==> src/hdl/cache_pkg.sv <==
// cache geometry, address views and the structs shared by every block of the cache
package cache_pkg;

	localparam int num_ways       = 8;
	localparam int lines_per_way  = 64;
	localparam int words_per_line = 4;
	localparam int word_bits      = 32;
	localparam int way_idx_bits   = 3;
	localparam int line_idx_bits  = 6;
	localparam int count_bits     = 4;  // saturates at 15
	localparam int tag_bits       = 26; // stored tag width, narrower tags are zero-padded

	typedef enum logic [1:0] {
		mode_1way = 2'd0,
		mode_2way = 2'd1,
		mode_4way = 2'd2,
		mode_8way = 2'd3
	} assoc_mode_t;

	// one view per mode, the set index shrinks as the tag grows
	typedef struct packed {
		logic [21:0] tag;
		logic [5:0]  set_index;
		logic [1:0]  word_off;
		logic [1:0]  byte_sel;
	} addr_1way_t;

	typedef struct packed {
		logic [22:0] tag;
		logic [4:0]  set_index;
		logic [1:0]  word_off;
		logic [1:0]  byte_sel;
	} addr_2way_t;

	typedef struct packed {
		logic [23:0] tag;
		logic [3:0]  set_index;
		logic [1:0]  word_off;
		logic [1:0]  byte_sel;
	} addr_4way_t;

	typedef struct packed {
		logic [24:0] tag;
		logic [2:0]  set_index;
		logic [1:0]  word_off;
		logic [1:0]  byte_sel;
	} addr_8way_t;

	typedef union packed {
		logic [31:0] raw;
		addr_1way_t  v1;
		addr_2way_t  v2;
		addr_4way_t  v4;
		addr_8way_t  v8;
	} cache_addr_u;

	typedef struct packed {
		logic                     hit;
		logic [way_idx_bits-1:0]  hit_way;
		logic [line_idx_bits-1:0] set_index; // zero-padded in the wider modes
	} lookup_t;

	typedef struct packed {
		logic                  valid;
		logic [tag_bits-1:0]   tag;
		logic [count_bits-1:0] use_count;
	} line_state_t;

	typedef line_state_t [num_ways-1:0] way_state_t;

	typedef struct packed {
		logic                    do_update;
		logic                    fill; // allocate the line instead of a hit update
		logic [way_idx_bits-1:0] way;
		logic                    we;
	} update_t;

	// ways that take part in lookup and replacement
	function automatic logic [num_ways-1:0] enabled_ways(input assoc_mode_t mode);
		case (mode)
			mode_1way: return 8'b0000_0001;
			mode_2way: return 8'b0000_0011;
			mode_4way: return 8'b0000_1111;
			default:   return 8'b1111_1111;
		endcase
	endfunction

endpackage
==> src/hdl/cache_ctrl.sv <==
// Wishbone classic slave FSM that sequences lookup, update and acknowledge for each request
module cache_ctrl (
	input  logic                                  clk,
	input  logic                                  reset,
	input  logic                                  cyc,
	input  logic                                  stb,
	input  logic                                  we,
	input  logic [31:0]                           adr,
	input  logic [31:0]                           dat_w,
	output logic                                  ack,
	output logic                                  hit,
	output logic                                  miss,
	output cache_pkg::cache_addr_u                req_addr,
	output logic [cache_pkg::word_bits-1:0]       req_data,
	input  cache_pkg::lookup_t                    lookup,
	input  logic [cache_pkg::way_idx_bits-1:0]    victim_way,
	output cache_pkg::update_t                    update
);

	typedef enum logic [1:0] {
		st_idle,
		st_lookup,  // arrays read this cycle
		st_compare, // registered lookup result is valid
		st_fill     // allocate the victim line
	} state_t;

	state_t state;
	logic   req_we;

	// the ack cycle still shows stb, so a new request waits for ack to fall
	always_ff @(posedge clk)
	begin
		if (!reset)
		begin
			state <= st_idle;
			ack   <= 1'b0;
			hit   <= 1'b0;
			miss  <= 1'b0;
		end
		else
		begin
			ack  <= 1'b0;
			hit  <= 1'b0;
			miss <= 1'b0;
			case (state)
				st_idle:
				begin
					if (cyc && stb && !ack)
						state <= st_lookup;
				end
				st_lookup:
					state <= st_compare;
				st_compare:
				begin
					if (lookup.hit)
					begin
						ack   <= 1'b1;
						hit   <= 1'b1;
						state <= st_idle;
					end
					else
						state <= st_fill;
				end
				st_fill:
				begin
					ack   <= 1'b1;
					miss  <= 1'b1;
					state <= st_idle;
				end
				default:
					state <= st_idle;
			endcase
		end
	end

	// request payload, held until the next accepted request
	always_ff @(posedge clk)
	begin
		if (state == st_idle && cyc && stb && !ack)
		begin
			req_addr.raw <= adr;
			req_data     <= dat_w;
			req_we       <= we;
		end
	end

	always_comb
	begin
		update = '0;
		if (state == st_compare && lookup.hit)
		begin
			update.do_update = 1'b1; // count bump, word write if we
			update.way       = lookup.hit_way;
			update.we        = req_we;
		end
		else if (state == st_fill)
		begin
			update.do_update = 1'b1;
			update.fill      = 1'b1;
			update.way       = victim_way;
			update.we        = req_we;
		end
	end

	// one request in flight, so acks are always separated
	ack_single: assert property (@(posedge clk) disable iff (!reset) ack |=> !ack);

	hit_miss_excl: assert property (@(posedge clk) disable iff (!reset) !(hit && miss));

endmodule

==> config.mk <==
export PLATFORM = sky130hd
export DESIGN_NAME = cache_ctrl
export DESIGN_NICKNAME = d
export VERILOG_FILES = /design/src/hdl/cache_pkg.sv /design/src/hdl/cache_ctrl.sv
export SDC_FILE = /design/constraint.sdc
export NUM_CORES = 1
export LEC_CHECK = 0
export BUFFER_PORTS_ARGS = -buffer_cell sky130_fd_sc_hd__buf_2
export CAP_MARGIN = 15
export CORE_ASPECT_RATIO = 0.75
export CORE_MARGIN = 5
export CORE_UTILIZATION = 41
export DETAILED_ROUTE_END_ITERATION = 10
export PLACE_DENSITY = 0.83
export SLEW_MARGIN = 20
export SYNTH_ARGS = -nofsm -noshare
export SYNTH_HDL_FRONTEND = slang
export SYNTH_SLANG_ARGS = --single-unit
==> constraint.sdc <==
create_clock -name clk -period 4.81 [get_ports clk]
set_input_delay 0 -clock clk [delete_from_list [all_inputs] [get_ports clk]]
set_output_delay 0 -clock clk [all_outputs]
set_load 0.01 [all_outputs]
==> out/qor.txt <==
Outcome -> finished clean
Worst hold endpoint -> state[0]$_SDFFE_PN0P_
GRT Total Usage -> 0.192
Total grt overflow -> 0
First-pass GRT wire length -> 9.51 mm
Largest net degree at the start of global routing -> 36
Ratio of final minimum period to clock period -> 0.450
Final wirelength -> 6.59 mm
Placement row count -> 23
Reg power frac -> 0.568
Fillcell total -> 348
Worst min-delay path startpoint -> cyc
Relative slew slack -> 0.550
Synth Instances -> 94
Core ar. -> 5320 sq um
Critical path peak fanout -> 35
Final net count -> 400
Final setup TNS -> 0 ps
Max_cap viols -> 0
CTS tree -> built
H-tree level count -> 3
Maximum VDD drop -> 0.205 mV
Antenna viol nets, final -> 0
Required @ worst endpoint -> 4790 ps
Post-CTS sizing -> 0
Register-to-register setup slack -> 2640 ps
Final core occ -> 0.730
Delay-heaviest family, CP -> simple AND/OR/NAND/NOR gates
Crit path time final -> 2170 ps
Die Y -> 73.9 um
Die area -> 7030 sq um
Worst hold stages -> 3
Worst Path Arrival -> 2140 ps
Synthesized area -> 2230 sq um
Slew Viols, Final -> 0
Mapped Nets -> 176
Sequential-to-total area share from yosys stat -> 0.920
R2r startpoint -> state[0]$_SDFFE_PN0P_
Endpoint type of the worst setup path -> flop
TritonCTS Buffers -> 9
Vias in the first global route -> 1,886
Pint -> 0.961 mW
CTS Sinks -> 70
Synthesis-stage register bit count -> 70
Switching pwr -> 0.284 mW
Pwr per Cell Area -> 321 nW/um^2
Diodes inserted -> 0
Drt pass-1 iters -> 4
CP Buf/Inv Count -> 1
Comb power frac -> 0.107
Slew at the pin with the worst max-slew slack -> 676 ps
Residual DRC -> 0
Clk pwr share -> 0.324
Max clock buf depth -> 2
Biggest cell delay along the critical path -> 660 ps
Syn_area_per_cell -> 23.7 sq um
Leakage -> 1.67 nW
Share of cells above drive strength 1 -> 0.526
DRT iter0 DRCs -> 68
Switch share -> 0.228
Wire per inst -> 16.6 um
Hold Fails Final Rpt -> 0
Clock Latency Late Sink -> 340 ps
Die X -> 95.2 um
Initial antenna violation count -> 0
IO Pins -> 155
Routability congestion estimate -> 0.680
Vias -> 1,743
Fmax -> 0.462 GHz
Min-delay worst type -> input pin to flop
R2R depth -> 3
R2R Path End -> req_data[6]$_DFFE_PP_
Initial Util -> 0.419
Unrepaired setup endpoints after global routing -> false
Clock Skew -> 19.1 ps
Yosys cell types -> 17
CTS clk-pin slew, worst paths -> 60 ps
Root Buffer Master -> clkbuf_8
Number of port buffers -> 148
CP max-delay cell -> and3_2
Worst path cell trace -> nor3_2, and3_2, buf_4
Final setup fails -> 0
Ys Warns -> 0
Vias per inst -> 4.38
Synth-to-layout area growth -> 74.1%
Worst Path Class, Setup -> flop to flop
CP startpoint kind -> flop
-- cells in the mapped netlist --
| cell | count | area (sq um) |
|---|---|---|
| dfxtp_1 | 5 | 100 |
| nor3_2 | 1 | 10.0 |
| nand2_1 | 3 | 11.3 |
| and3_2 | 1 | 7.51 |
| a22o_1 | 1 | 8.76 |
| and4b_2 | 1 | 11.3 |
| buf_6 | 2 | 22.5 |
| nand3b_1 | 3 | 22.5 |
| and3_1 | 3 | 18.8 |
| and2_2 | 1 | 7.51 |
| edfxtp_1 | 65 | 1950 |
| a21boi_1 | 3 | 22.5 |
| o21a_1 | 1 | 7.51 |
| and2_1 | 1 | 6.26 |
| nor2b_1 | 1 | 6.26 |
| o21a_2 | 1 | 8.76 |
| nor3b_1 | 1 | 7.51 |
-- worst register-to-register path, delay by kind of cell, from the launching register on --
| family | cells | cell delay (ps) |
|---|---|---|
| buf+inv | 1 | 520 |
| flops | 1 | 420 |
| simple gates | 2 | 870 |
-- how the worst max path moves through the flow --
| stage | start | endpoint | depth (start not counted) |
|---|---|---|---|
| final | state[0]$_SDFFE_PN0P_ | req_data[6]$_DFFE_PP_ | 3 |
| after floorplan | state[1]$_SDFFE_PN0P_ | req_addr[0]$_DFFE_PP_ | 3 |
| after global routing | state[0]$_SDFFE_PN0P_ | req_data[6]$_DFFE_PP_ | 3 |
| after detailed placement | state[0]$_SDFFE_PN0P_ | req_addr[18]$_DFFE_PP_ | 3 |
| after global placement | state[1]$_SDFFE_PN0P_ | req_addr[16]$_DFFE_PP_ | 3 |
| after CTS | state[0]$_SDFFE_PN0P_ | req_data[9]$_DFFE_PP_ | 3 |
-- per-layer routing --
layer  up-vias  track usage  wire length, um
met4         0       0.0688              106
met1       819        0.193             2340
li1        814            -                -
met2       100        0.351             3380
met5         -            0                0
met3        10       0.0850              770
-- stage by stage --
stage	setup slack, ps	hold slack (ps)	instance area [sq um]	std cells	total power [mW]
4_1_cts	2590	4.57	3880	398	1.25
3_3_place_gp	2660	176	3050	316	0.805
5_1_grt	2470	41.0	3880	398	1.30
2_1_floorplan	2180	98.9	2230	94	0.752
6_report	2640	27.1	3880	398	1.25
3_5_place_dp	2600	178	3050	316	0.810
-- sequential cells by signal, indices dropped and copies added (netlist names) --
signal / count
hit: 1
state: 2
req_we: 1
req_data: 32
req_addr: 32
miss: 1
ack: 1
-- layout by cell type, fill, tap and decap left out --
master	instances
a21boi_1	3
a22o_1	1
and2_1	1
and2_2	1
and3_1	2
and3_2	2
and4b_2	1
buf_2	148
buf_4	1
clkbuf_8	9
clkinv_1	1
clkinv_2	1
clkinv_4	1
clkinvlp_4	3
dfxtp_1	5
dlygate4sd3_1	66
edfxtp_1	65
inv_6	1
nand2_1	3
nand3b_1	3
nor2b_1	1
nor3_2	1
nor3b_1	1
o21a_1	1
o21a_2	1
-- power by group through the flow --
| stage | clock, mW | combinational (mW) | sequential [mW] |
|---|---|---|---|
| after global routing | 0.442 | 0.145 | 0.709 |
| final | 0.404 | 0.134 | 0.707 |
| after global placement | 0 | 0.0867 | 0.718 |
| after floorplan | 0 | 0.0180 | 0.734 |
| after CTS | 0.415 | 0.133 | 0.706 |
| after detailed placement | 0 | 0.0904 | 0.720 |
-- cell families (layout without fill, tap and decap cells) --
kind of cell           after synthesis  count (layout)  share of synthesized area
flip-flops                          70              70                      0.920
AND/OR/NAND/NOR                     16              16                     0.0488
AO/OA/AOI/OAI                        6               6                     0.0213
buffers and inverters                2             231                     0.0101
-- cell type report --
type	instances	area, sq um	share of cell area
Sequential cell	70	2050	0.528
Timing Repair Buffer	215	1410	0.363
Multi-Input combinational cell	22	158	0.0406
Clock buffer	9	124	0.0319
Tap cell	75	93.8	0.0242
Clock inverter	7	48.8	0.0126
-- what timing repair did --
| action | in CTS | in global routing |
|---|---|---|
| hold buffers | 66 | 0 |
| endpoints found under the setup margin | 0 | 0 |
| buffers inserted | 0 | 0 |
| endpoints found under the hold margin | 69 | 0 |
Note: power is estimated with default switching activity, not from simulation.
