===== src/hdl/cache_pkg.sv =====
// cache geometry, address views and the structs shared by every block of the cache
package cache_pkg;

	localparam int num_ways       = 8;
	localparam int lines_per_way  = 64;
	localparam int words_per_line = 4;
	localparam int word_bits      = 32;
	localparam int way_idx_bits   = 3;
	localparam int line_idx_bits  = 6;
	localparam int count_bits     = 4;  // saturates at 15
	localparam int tag_bits       = 26; // stored tag width, narrower tags are zero-padded

	typedef enum logic [1:0] {
		mode_1way = 2'd0,
		mode_2way = 2'd1,
		mode_4way = 2'd2,
		mode_8way = 2'd3
	} assoc_mode_t;

	// one view per mode, the set index shrinks as the tag grows
	typedef struct packed {
		logic [21:0] tag;
		logic [5:0]  set_index;
		logic [1:0]  word_off;
		logic [1:0]  byte_sel;
	} addr_1way_t;

	typedef struct packed {
		logic [22:0] tag;
		logic [4:0]  set_index;
		logic [1:0]  word_off;
		logic [1:0]  byte_sel;
	} addr_2way_t;

	typedef struct packed {
		logic [23:0] tag;
		logic [3:0]  set_index;
		logic [1:0]  word_off;
		logic [1:0]  byte_sel;
	} addr_4way_t;

	typedef struct packed {
		logic [24:0] tag;
		logic [2:0]  set_index;
		logic [1:0]  word_off;
		logic [1:0]  byte_sel;
	} addr_8way_t;

	typedef union packed {
		logic [31:0] raw;
		addr_1way_t  v1;
		addr_2way_t  v2;
		addr_4way_t  v4;
		addr_8way_t  v8;
	} cache_addr_u;

	typedef struct packed {
		logic                     hit;
		logic [way_idx_bits-1:0]  hit_way;
		logic [line_idx_bits-1:0] set_index; // zero-padded in the wider modes
	} lookup_t;

	typedef struct packed {
		logic                  valid;
		logic [tag_bits-1:0]   tag;
		logic [count_bits-1:0] use_count;
	} line_state_t;

	typedef line_state_t [num_ways-1:0] way_state_t;

	typedef struct packed {
		logic                    do_update;
		logic                    fill; // allocate the line instead of a hit update
		logic [way_idx_bits-1:0] way;
		logic                    we;
	} update_t;

	// ways that take part in lookup and replacement
	function automatic logic [num_ways-1:0] enabled_ways(input assoc_mode_t mode);
		case (mode)
			mode_1way: return 8'b0000_0001;
			mode_2way: return 8'b0000_0011;
			mode_4way: return 8'b0000_1111;
			default:   return 8'b1111_1111;
		endcase
	endfunction

endpackage

===== src/hdl/victim_select.sv =====
// replacement way choice over the enabled ways of the indexed set, combinational
module victim_select (
	input  cache_pkg::assoc_mode_t             assoc_mode,
	input  cache_pkg::way_state_t              ways,
	output logic [cache_pkg::way_idx_bits-1:0] victim_way
);

	logic [cache_pkg::num_ways-1:0]   en;
	logic                             found_free;
	logic [cache_pkg::count_bits-1:0] best_count;

	assign en = cache_pkg::enabled_ways(assoc_mode);

	always_comb
	begin
		found_free = 1'b0;
		victim_way = '0;
		best_count = '1;
		// first invalid way takes priority
		for (int w = 0; w < cache_pkg::num_ways; w++)
		begin
			if (en[w] && !ways[w].valid && !found_free)
			begin
				victim_way = cache_pkg::way_idx_bits'(w);
				found_free = 1'b1;
			end
		end
		if (!found_free)
		begin
			// way 0 is always enabled, strict compare keeps ties on the lowest way
			best_count = ways[0].use_count;
			for (int w = 1; w < cache_pkg::num_ways; w++)
			begin
				if (en[w] && ways[w].use_count < best_count)
				begin
					victim_way = cache_pkg::way_idx_bits'(w);
					best_count = ways[w].use_count;
				end
			end
		end
	end

endmodule


===== config.mk =====
export PLATFORM = sky130hd
export DESIGN_NAME = victim_select
export DESIGN_NICKNAME = d
export VERILOG_FILES = /design/src/hdl/cache_pkg.sv /design/src/hdl/victim_select.sv
export SDC_FILE = /design/constraint.sdc
export NUM_CORES = 1
export LEC_CHECK = 0
export BUFFER_PORTS_ARGS = -buffer_cell sky130_fd_sc_hd__buf_2
export CAP_MARGIN = 20
export CORE_AREA = 8 8 91 93
export DETAILED_ROUTE_END_ITERATION = 16
export DIE_AREA = 0 0 99 101
export MAX_ROUTING_LAYER = met4
export PLACE_DENSITY = 0.67
export SLEW_MARGIN = 20
export SYNTH_ARGS = -nofsm -noshare
export SYNTH_HDL_FRONTEND = slang
export SYNTH_SLANG_ARGS = --single-unit

===== constraint.sdc =====
create_clock -name vclk -period 13.3
set_clock_uncertainty 0.1 [all_clocks]
set_input_delay 1.995 -clock vclk [all_inputs]
set_output_delay 1.995 -clock vclk [all_outputs]
set_load 0.005 [all_outputs]

==> flow_summary.yaml, run 1 <==
power_and_ir_drop:
  power.density_nw_per_um2: 67.0
  worst_ir_drop_vdd_mv: 0.0166
  p_leak_nw: 0.852
sta:
  tightest_slew_ns: 0.486
  maxSlewViolCount: 0
  finalSetupViolCount: 0
  setup_slack_ns: 0.552
  whs_ns: 4.32
  hold_fails_final_rpt: 0
  period_needed_ns: 12.75
  fraction_of_the_cycle_the_final_worst_path_needs_pct: 95.8
  max-slew-margin-rel_pct: 67.4
  max_clock_freq_ghz: 0.0784
  finalSetupTns_ns: 0
hold_path:
  timing.hold.worst.start: "ways[30]"
  hp-class: "in -> out"
  hold_path_depth: 4
  timing.hold.worst_endpoint: "victim_way[2]"
synthesis:
  synth.avg_cell_area_sq_um: 6.77
  cell_type_with_the_highest_aggregate_area_in_the_netlist: "sky130_fd_sc_hd__ha_1"
  yosysUniqueCellTypes: 58
  post-synth-top-area-fraction_pct: 10.7
  post_synth_main_area_contributors: "sky130_fd_sc_hd__ha_1, sky130_fd_sc_hd__nand2b_1, sky130_fd_sc_hd__nand2_1"
  postSynthNetCount: 488
  synthesis.area_sq_um: 1520
  synth_sequential_area_ratio_pct: 0
  yosys_warnings: 0
  netlist_instances: 225
routing:
  drc: 0
  drt_pass1_iterations: 4
  routed_wirelength_microns: 5150
  detail_route.wl_per_cell_microns: 14.3
  route.vias.total: 1897
  drt.antenna.violating_nets: 0
  initialDrtViolationCount: 82
  route.detailed.vias_per_inst: 5.27
worst_setup_path:
  crit_path_top_delay_cell: "sky130_fd_sc_hd__mux2_2"
  crit_path_start_kind: "input pin"
  critical-path-top-cell-by-count: "sky130_fd_sc_hd__ha_1"
  timing.setup.critical_path_class: "in -> out"
  data_arrival_time_at_the_worst_slack_endpoint_ns: 10.65
  worstPathMaxFanout: 6
  critical_path_s_largest_stage_delay_ns: 0.39
  crit_required_ns: 11.20
  setup.worst_path.end_class: "primary output"
clock_tree:
  cts_hold_buffers: 0
final_layout:
  drive_above_1_share_pct: 29.5
  nets_finish: 543
  area.sequential_sq_um: 0
  postLayoutCellArea_sq_um: 1980
  sequential_cell_count: 0
  antenna_cells_inserted: 0
  growth_of_design_area_from_synthesis_to_finish_pct: 30.2
  n_clock_buffer: 0
global_routing:
  maximum_number_of_pins_on_one_net_before_global_route_repair: 12
  grt_pass1_wl_microns: 8240
  first_global_vias: 1783
  grt_overflow_total: 0
  met1_usage_pct: 14.5
  grt_antenna_before_repair: 0
  grt_most_used_layer: "met2"
  global_route.usage.met2_pct: 15.6
  grtUsageTotal_pct: 9.91
  met3_usage_pct: 0.0691
die:
  ioPinCount: 253
  chipWidth_microns: 99
  initial_utilization_pct: 21.9
  core_area_sq_um: 6940
  chipHeight_microns: 101
  dieArea_sq_um: 10000
  placement_rows: 31
placed_design:
  dp_hpwl_microns: 4320
  post_dp_cell_area_sq_um: 1850
  globalplace.congestion: 0.970
  place_worst_setup_slack_ns: -0.0797
  port_buffers: 45
run:
  maxCapViolations: 0
run_status:
  outcome: "finished, final reports clean"
-- area by class of cell --
cell class	count	area [sq um]
Tap cell	82	103
Timing Repair Buffer	56	308
Fill cell	773	4960
Inverter	13	48.8
Multi-Input combinational cell	209	1530
-- synthesized netlist by cell type (3+ instances only) --
cell / n
sky130_fd_sc_hd__a211o_1: 3
sky130_fd_sc_hd__a21o_1: 3
sky130_fd_sc_hd__a21oi_1: 13
sky130_fd_sc_hd__a31oi_1: 6
sky130_fd_sc_hd__ha_1: 13
sky130_fd_sc_hd__inv_1: 13
sky130_fd_sc_hd__mux2_2: 3
sky130_fd_sc_hd__mux2i_1: 7
sky130_fd_sc_hd__nand2_1: 22
sky130_fd_sc_hd__nand2b_1: 15
sky130_fd_sc_hd__nand3_1: 8
sky130_fd_sc_hd__nor2_1: 22
sky130_fd_sc_hd__nor2b_1: 8
sky130_fd_sc_hd__nor3_1: 3
sky130_fd_sc_hd__o2111ai_1: 3
sky130_fd_sc_hd__o211a_1: 3
sky130_fd_sc_hd__o211ai_1: 3
sky130_fd_sc_hd__o21a_1: 5
sky130_fd_sc_hd__o21ai_0: 13
sky130_fd_sc_hd__o21ai_1: 4
sky130_fd_sc_hd__o31ai_1: 5
sky130_fd_sc_hd__or3_1: 3
sky130_fd_sc_hd__or4_1: 3
-- cell usage in the layout, fill, tap and decap left out, types with 3 or more instances in the layout --
cell type and n:
sky130_fd_sc_hd__inv_1 12, sky130_fd_sc_hd__o21ai_1 4, sky130_fd_sc_hd__o2111ai_1 3, sky130_fd_sc_hd__nand3_1 8
sky130_fd_sc_hd__or3_1 3, sky130_fd_sc_hd__a31oi_1 6, sky130_fd_sc_hd__nand2_1 22, sky130_fd_sc_hd__a21oi_1 10
sky130_fd_sc_hd__buf_4 11, sky130_fd_sc_hd__nor2b_1 7, sky130_fd_sc_hd__o211a_1 3, sky130_fd_sc_hd__o21ai_0 13
sky130_fd_sc_hd__o31ai_1 5, sky130_fd_sc_hd__mux2i_1 6, sky130_fd_sc_hd__nor3_1 3, sky130_fd_sc_hd__buf_2 45
sky130_fd_sc_hd__ha_1 11, sky130_fd_sc_hd__or4_1 3, sky130_fd_sc_hd__nor2_1 22, sky130_fd_sc_hd__nand2b_1 15
sky130_fd_sc_hd__o21a_1 5, sky130_fd_sc_hd__o211ai_1 3, sky130_fd_sc_hd__mux2_2 3, sky130_fd_sc_hd__a21oi_2 3
sky130_fd_sc_hd__a211o_1 3, sky130_fd_sc_hd__a21o_1 3
-- metal layers --
layer | vias up | part of all wire (%) | wire length [microns]
met5 | - | 0 | 0
li1 | 982 | - | -
met1 | 862 | 55 | 2860
met2 | 51 | 42 | 2160
met3 | 2 | 2.3 | 119
met4 | 0 | 0.27 | 14
-- cells by family (layout without fill, tap and decap cells) --
group | after synthesis | count (layout) | synth area share (%)
and+or+nand+nor | 97 | 97 | 33.0
adders and majority gates | 13 | 13 | 10.7
buffers and inverters | 16 | 69 | 4.93
muxes | 13 | 13 | 9.69
AOI/OAI and AO/OA | 86 | 86 | 41.7
-- through the flow --
| step | power [W] | util, % | std cells |
|---|---|---|---|
| final | 0.000133 | 28.6 | 360 |
| after CTS | 0.000119 | 26.9 | 354 |
| after global routing | 0.000147 | 28.6 | 360 |
| after floorplan | 0.0000865 | - | 225 |
| after detailed placement | 0.000116 | 26.6 | 352 |
| after global placement | 0.000114 | 26.6 | 352 |
-- critical path: cells and delay by family --
kind / cells / cell delay, ns
buffers and inverters: 5 / 0.48
muxes: 5 / 1.44
and+or+nand+nor: 11 / 1.44
adders and majority gates: 7 / 2.03
AOI/OAI and AO/OA: 17 / 3.25
-- power by group --
group          internal, W  switching (W)  leakage [nW]  total (W)
combinational    0.0000602      0.0000728         0.852   0.000133
sequential               0              0             0          0
clock                    0              0             0          0
total            0.0000602      0.0000728         0.852   0.000133
-- how the worst max path moves through the flow --
stage / slack (ns) / endpoint / startpoint / cells past startpoint
finish: 0.55 / victim_way[0] / ways[1] / 45
global route: -0.02 / victim_way[0] / ways[1] / 45
CTS: 0.04 / victim_way[0] / ways[1] / 45
detailed placement: -0.08 / victim_way[0] / ways[1] / 45
global placement: 0.10 / victim_way[0] / ways[1] / 45
floorplan: 0.94 / victim_way[1] / ways[1] / 45
-- what timing repair did --
item,in CTS,in global routing
pin swaps,0,5
endpoints found under the setup margin,3,3
gates resized for setup,1,12
setup buffers,2,6
(Power assumes the default switching activity.)
==> inputs of run 2 (changes only) <==
--- a/config.mk
+++ b/config.mk
@@ -7,11 +7,14 @@
 export LEC_CHECK = 0
 export BUFFER_PORTS_ARGS = -buffer_cell sky130_fd_sc_hd__buf_2
 export CAP_MARGIN = 20
-export CORE_AREA = 8 8 91 93
+export CELL_PAD_IN_SITES_DETAIL_PLACEMENT = 1
+export CELL_PAD_IN_SITES_GLOBAL_PLACEMENT = 1
+export CORE_ASPECT_RATIO = 1.75
+export CORE_MARGIN = 8
+export CORE_UTILIZATION = 16
 export DETAILED_ROUTE_END_ITERATION = 16
-export DIE_AREA = 0 0 99 101
 export MAX_ROUTING_LAYER = met4
-export PLACE_DENSITY = 0.67
+export PLACE_DENSITY_LB_ADDON = 0.1
 export SLEW_MARGIN = 20
 export SYNTH_ARGS = -nofsm -noshare
 export SYNTH_HDL_FRONTEND = slang
==> run 2 against run 1 <==
Effect of this change: largest cell class unchanged; core utilization fell by 4.6 points; largest power group unchanged; critical endpoint unchanged; critical path depth is 1 higher; maximum frequency increased by 0.25%; worst hold slack better by 0.0095 ns; critical path type unchanged; sequential share of layout area unchanged; design area is 13% higher; total power up 16%; non-clock buffer count up 25; via count increased by 5.0%; global-route usage is 0.23 points higher; setup slack better by 0.032 ns.
==> flow_summary.yaml, run 2 (same netlist as run 1, synthesis figures left out) <==
run:
  maxCapViolations: 0
placed_design:
  dp_cells: 417
  dp_hpwl_microns: 6040
  port_buffers: 45
  place_worst_setup_slack_ns: -0.0294
  globalplace.congestion: 0.736
global_routing:
  first_global_vias: 2168
  grt_pass1_wl_microns: 10700
  maximum_number_of_pins_on_one_net_before_global_route_repair: 12
  grt_overflow_total: 0
  grt_antenna_before_repair: 0
  met3_usage_pct: 0.413
  grtUsageTotal_pct: 10.1
  met1_usage_pct: 10.3
  grt_most_used_layer: "met2"
  global_route.usage.met2_pct: 21.3
routing:
  detail_route.wl_per_cell_microns: 15.8
  drc: 0
  drt.antenna.violating_nets: 0
  drt_pass1_iterations: 4
  route.vias.total: 1991
  initialDrtViolationCount: 26
  routed_wirelength_microns: 6710
  route.detailed.vias_per_inst: 4.68
final_layout:
  layout.cells.most_common_list: "sky130_fd_sc_hd__buf_2, sky130_fd_sc_hd__buf_4, sky130_fd_sc_hd__nand2_1"
  antenna_cells_inserted: 0
  finalNonFillerCells: 425
  nets_finish: 568
  sequential_cell_count: 0
  finish.utilization_pct: 24.0
  drive_above_1_share_pct: 37.3
  n_clock_buffer: 0
  commonest_non_fill_non_tap_cell_in_the_layout: "sky130_fd_sc_hd__buf_2"
  growth_of_design_area_from_synthesis_to_finish_pct: 47.3
  area.sequential_sq_um: 0
power_and_ir_drop:
  seq_power_share_pct: 0
  power.share.combinational_pct: 100.0
  p_switching_w: 0.0000811
  p_leak_nw: 0.973
  internal_portion_of_total_power_w: 0.0000736
  power.clock.fraction_pct: 0
  worst_ir_drop_vdd_mv: 0.0174
  power.density_nw_per_um2: 68.9
  switching_share_pct: 52.4
sta:
  whs_ns: 4.32
  maxSlewViolCount: 0
  max-slew-margin-rel_pct: 69.4
  fraction_of_the_cycle_the_final_worst_path_needs_pct: 95.6
  setup_slack_ns: 0.584
  finalSetupViolCount: 0
  hold_fails_final_rpt: 0
  max_clock_freq_ghz: 0.0786
  finalSetupTns_ns: 0
  period_needed_ns: 12.72
  tightest_slew_ns: 0.458
hold_path:
  timing.hold.worst_endpoint: "victim_way[2]"
  hold_path_depth: 4
  hp-class: "in -> out"
  timing.hold.worst.start: "ways[30]"
die:
  dieArea_sq_um: 13000
  core_area_sq_um: 9350
  ioPinCount: 253
  chipHeight_microns: 145
  initial_utilization_pct: 16.3
  placement_rows: 47
  chipWidth_microns: 89.8
run_status:
  outcome: "finished, final reports clean"
worst_setup_path:
  crit_required_ns: 11.20
  critical_path_s_largest_stage_delay_ns: 0.37
  data_arrival_time_at_the_worst_slack_endpoint_ns: 10.62
  timing.setup.critical_path_class: "in -> out"
  setup.worst_path.end_class: "primary output"
  crit_path_start_kind: "input pin"
  worstPathMaxFanout: 4
  critical-path-top-cell-by-count: "sky130_fd_sc_hd__ha_1"
  crit_path_top_delay_cell: "sky130_fd_sc_hd__mux2_2"
clock_tree:
  cts_hold_buffers: 0
## run 2: cell types whose count changed in the layout (fill, tap and decap cells not counted), sizes merged
cell / change
buf: +25
## run 2: worst max path at each step
stage | startpoint | endpoint | slack, ns | cells after the start
finish | ways[1] | victim_way[0] | 0.58 | 46
global route | ways[1] | victim_way[0] | -0.02 | 46
CTS | ways[1] | victim_way[2] | 0.04 | 48
detailed placement | ways[1] | victim_way[2] | -0.03 | 48
global placement | ways[1] | victim_way[1] | -0.02 | 48
floorplan | ways[1] | victim_way[1] | 0.94 | 45
## run 2: power groups by stage
stage / clock network, W / registers (W) / logic (W)
global placement: 0 / 0 / 0.000143
floorplan: 0 / 0 / 0.0000865
global route: 0 / 0 / 0.000172
detailed placement: 0 / 0 / 0.000144
CTS: 0 / 0 / 0.000146
finish: 0 / 0 / 0.000155
## run 2: worst max-delay path: cells and delay by family
family          cells  cell delay (ns)
compound gates     16             2.77
fa+ha+maj           7             1.94
simple gates       10             1.63
mux                 6             1.53
buf+inv             7             0.75
## run 2: metal layers
layer  vias to the layer above  routed length, microns
met5                         -                       0
met4                         0                       0
met3                         0                     141
met2                        33                    3980
met1                       934                    2590
li1                       1024                       -
## run 2: stage by stage
stage,cell area (sq um),power [W]
final,2240,0.000155
after floorplan,1520,0.0000865
after CTS,2100,0.000146
after detailed placement,2090,0.000144
after global routing,2240,0.000172
after global placement,2090,0.000143
## run 2: cell type report
class	instances	area (sq um)
Timing Repair Buffer	81	495
Fill cell	1169	7110
Tap cell	122	153
Multi-Input combinational cell	209	1550
Inverter	13	48.8
## run 2: what timing repair did
action                     4_1_cts  5_1_grt
buffers inserted                 0        8
setup endpoints to repair        3        3
cloned                           0        0
resized for setup                2       18
pin swaps                        0       10
==> inputs of run 3 (changes only) <==
==> constraint.sdc (replaced) <==
create_clock -name vclk -period 13.3
set_clock_uncertainty 0.1 [all_clocks]
set_input_delay 1.995 -clock vclk [all_inputs]
set_output_delay 1.995 -clock vclk [all_outputs]
set_load 0.01 [all_outputs]
==> run 3 against run 2 <==
Effect of this change: clock-buffer cell count unchanged; critical path depth increased by 1; non-clock buffer count is the same; via count increased by 1.8%; worst hold slack improved by 0.015 ns; core utilization increased by 0.50 points; largest power group unchanged.
==> flow_summary.yaml, run 3 (same netlist as run 1, synthesis figures left out) <==
final_layout:
  layout.cells.most_common_list: "sky130_fd_sc_hd__buf_2, sky130_fd_sc_hd__buf_4, sky130_fd_sc_hd__nor2_1"
  nets_finish: 568
  finalNonFillerCells: 425
  commonest_non_fill_non_tap_cell_in_the_layout: "sky130_fd_sc_hd__buf_2"
  growth_of_design_area_from_synthesis_to_finish_pct: 50.3
  antenna_cells_inserted: 0
  multi_input_gate_area_sq_um: 1590
  drive_above_1_share_pct: 38.3
  fill_cell_total_of_the_finished_layout: 1151
  sequential_cell_count: 0
  n_clock_buffer: 0
  area.sequential_sq_um: 0
die:
  dieArea_sq_um: 13000
  core_area_sq_um: 9350
  chipWidth_microns: 89.8
  ioPinCount: 253
  chipHeight_microns: 145
  placement_rows: 47
  initial_utilization_pct: 16.3
worst_setup_path:
  critical-path-top-cell-by-count: "sky130_fd_sc_hd__ha_1"
  critical_path_s_largest_stage_delay_ns: 0.38
  crit_path_start_kind: "input pin"
  worstPathMaxFanout: 4
  timing.setup.critical_path_class: "in -> out"
  crit_path_top_delay_cell: "sky130_fd_sc_hd__ha_1"
  setup.worst_path.end_class: "primary output"
  data_arrival_time_at_the_worst_slack_endpoint_ns: 10.67
  crit_required_ns: 11.20
  critical_path_startpoint: "ways[1]"
global_routing:
  maximum_number_of_pins_on_one_net_before_global_route_repair: 12
  grt_overflow_total: 0
  first_global_vias: 2187
  grt_pass1_wl_microns: 10900
  grt_antenna_before_repair: 0
  grtUsageTotal_pct: 10.2
sta:
  whs_ns: 4.34
  setup_slack_ns: 0.534
  fraction_of_the_cycle_the_final_worst_path_needs_pct: 96.0
  finalSetupViolCount: 0
  maxSlewViolCount: 0
  finalSetupTns_ns: 0
  max_clock_freq_ghz: 0.0783
  tightest_slew_ns: 0.454
  max-slew-margin-rel_pct: 69.7
  hold_fails_final_rpt: 0
  period_needed_ns: 12.77
placed_design:
  port_buffers: 45
  dp_hpwl_microns: 6040
  dp_cells: 416
  place_worst_setup_slack_ns: -0.0611
  globalplace.congestion: 0.753
routing:
  routed_wirelength_microns: 6820
  drt.antenna.violating_nets: 0
  detail_route.wl_per_cell_microns: 16.0
  route.detailed.vias_per_inst: 4.77
  route.vias.total: 2026
  drt_pass1_iterations: 4
  initialDrtViolationCount: 37
  drc: 0
hold_path:
  timing.hold.worst.start: "ways[30]"
  hp-class: "in -> out"
run_status:
  outcome: "finished, final reports clean"
clock_tree:
  cts_hold_buffers: 0
power_and_ir_drop:
  p_leak_nw: 0.992
  worst_ir_drop_vdd_mv: 0.0179
  power.density_nw_per_um2: 69.8
run:
  maxCapViolations: 0
[run 3: cell counts in the layout (fill, tap and decap cells not counted)]
No cell type changed its count.
[run 3: path summary, 6_finish.rpt]
check                 depth (start not counted)            end  slack (ns)
worst min-delay path                          4  victim_way[2]        4.34
worst max-delay path                         47  victim_way[0]        0.53
[run 3: stage by stage]
stage	total power (W)	util (%)	area, sq um
global placement	0.000143	22.2	2080
global route	0.000179	24.5	2290
floorplan	0.0000869	-	1520
finish	0.000160	24.5	2290
detailed placement	0.000143	22.2	2080
CTS	0.000145	22.3	2090
[run 3: final cells by class]
type	count	share of cell area, %
Inverter	13	2.13
Multi-Input combinational cell	209	69.6
Tap cell	122	6.66
Timing Repair Buffer	81	21.6
[run 3: routing by layer]
layer	vias to the layer above	global-route usage [%]	part of all wire [%]
met1	969	10.3	40
met2	33	21.4	59
li1	1024	-	-
met3	0	0.258	1.5
met5	-	-	0
met4	0	0.853	0
[run 3: worst max-delay path: cells and delay by family]
family / cells / cell delay [ns]
adder cells (fa/ha/maj): 7 / 1.97
buffers and inverters: 8 / 0.93
AND/OR/NAND/NOR: 10 / 1.80
AO/OA/AOI/OAI: 17 / 2.82
multiplexers: 5 / 1.14
[run 3: timing repair]
action	CTS	global route
setup buffers	0	9
pin swaps	0	12
endpoints found under the setup margin	3	3
hold endpoints to repair	0	0
resized for setup	2	28
[run 3: power breakdown]
group | internal (W) | switching (W) | leakage [nW]
combinational | 0.0000763 | 0.0000836 | 0.992
clock | 0 | 0 | 0
sequential | 0 | 0 | 0
total | 0.0000763 | 0.0000836 | 0.992
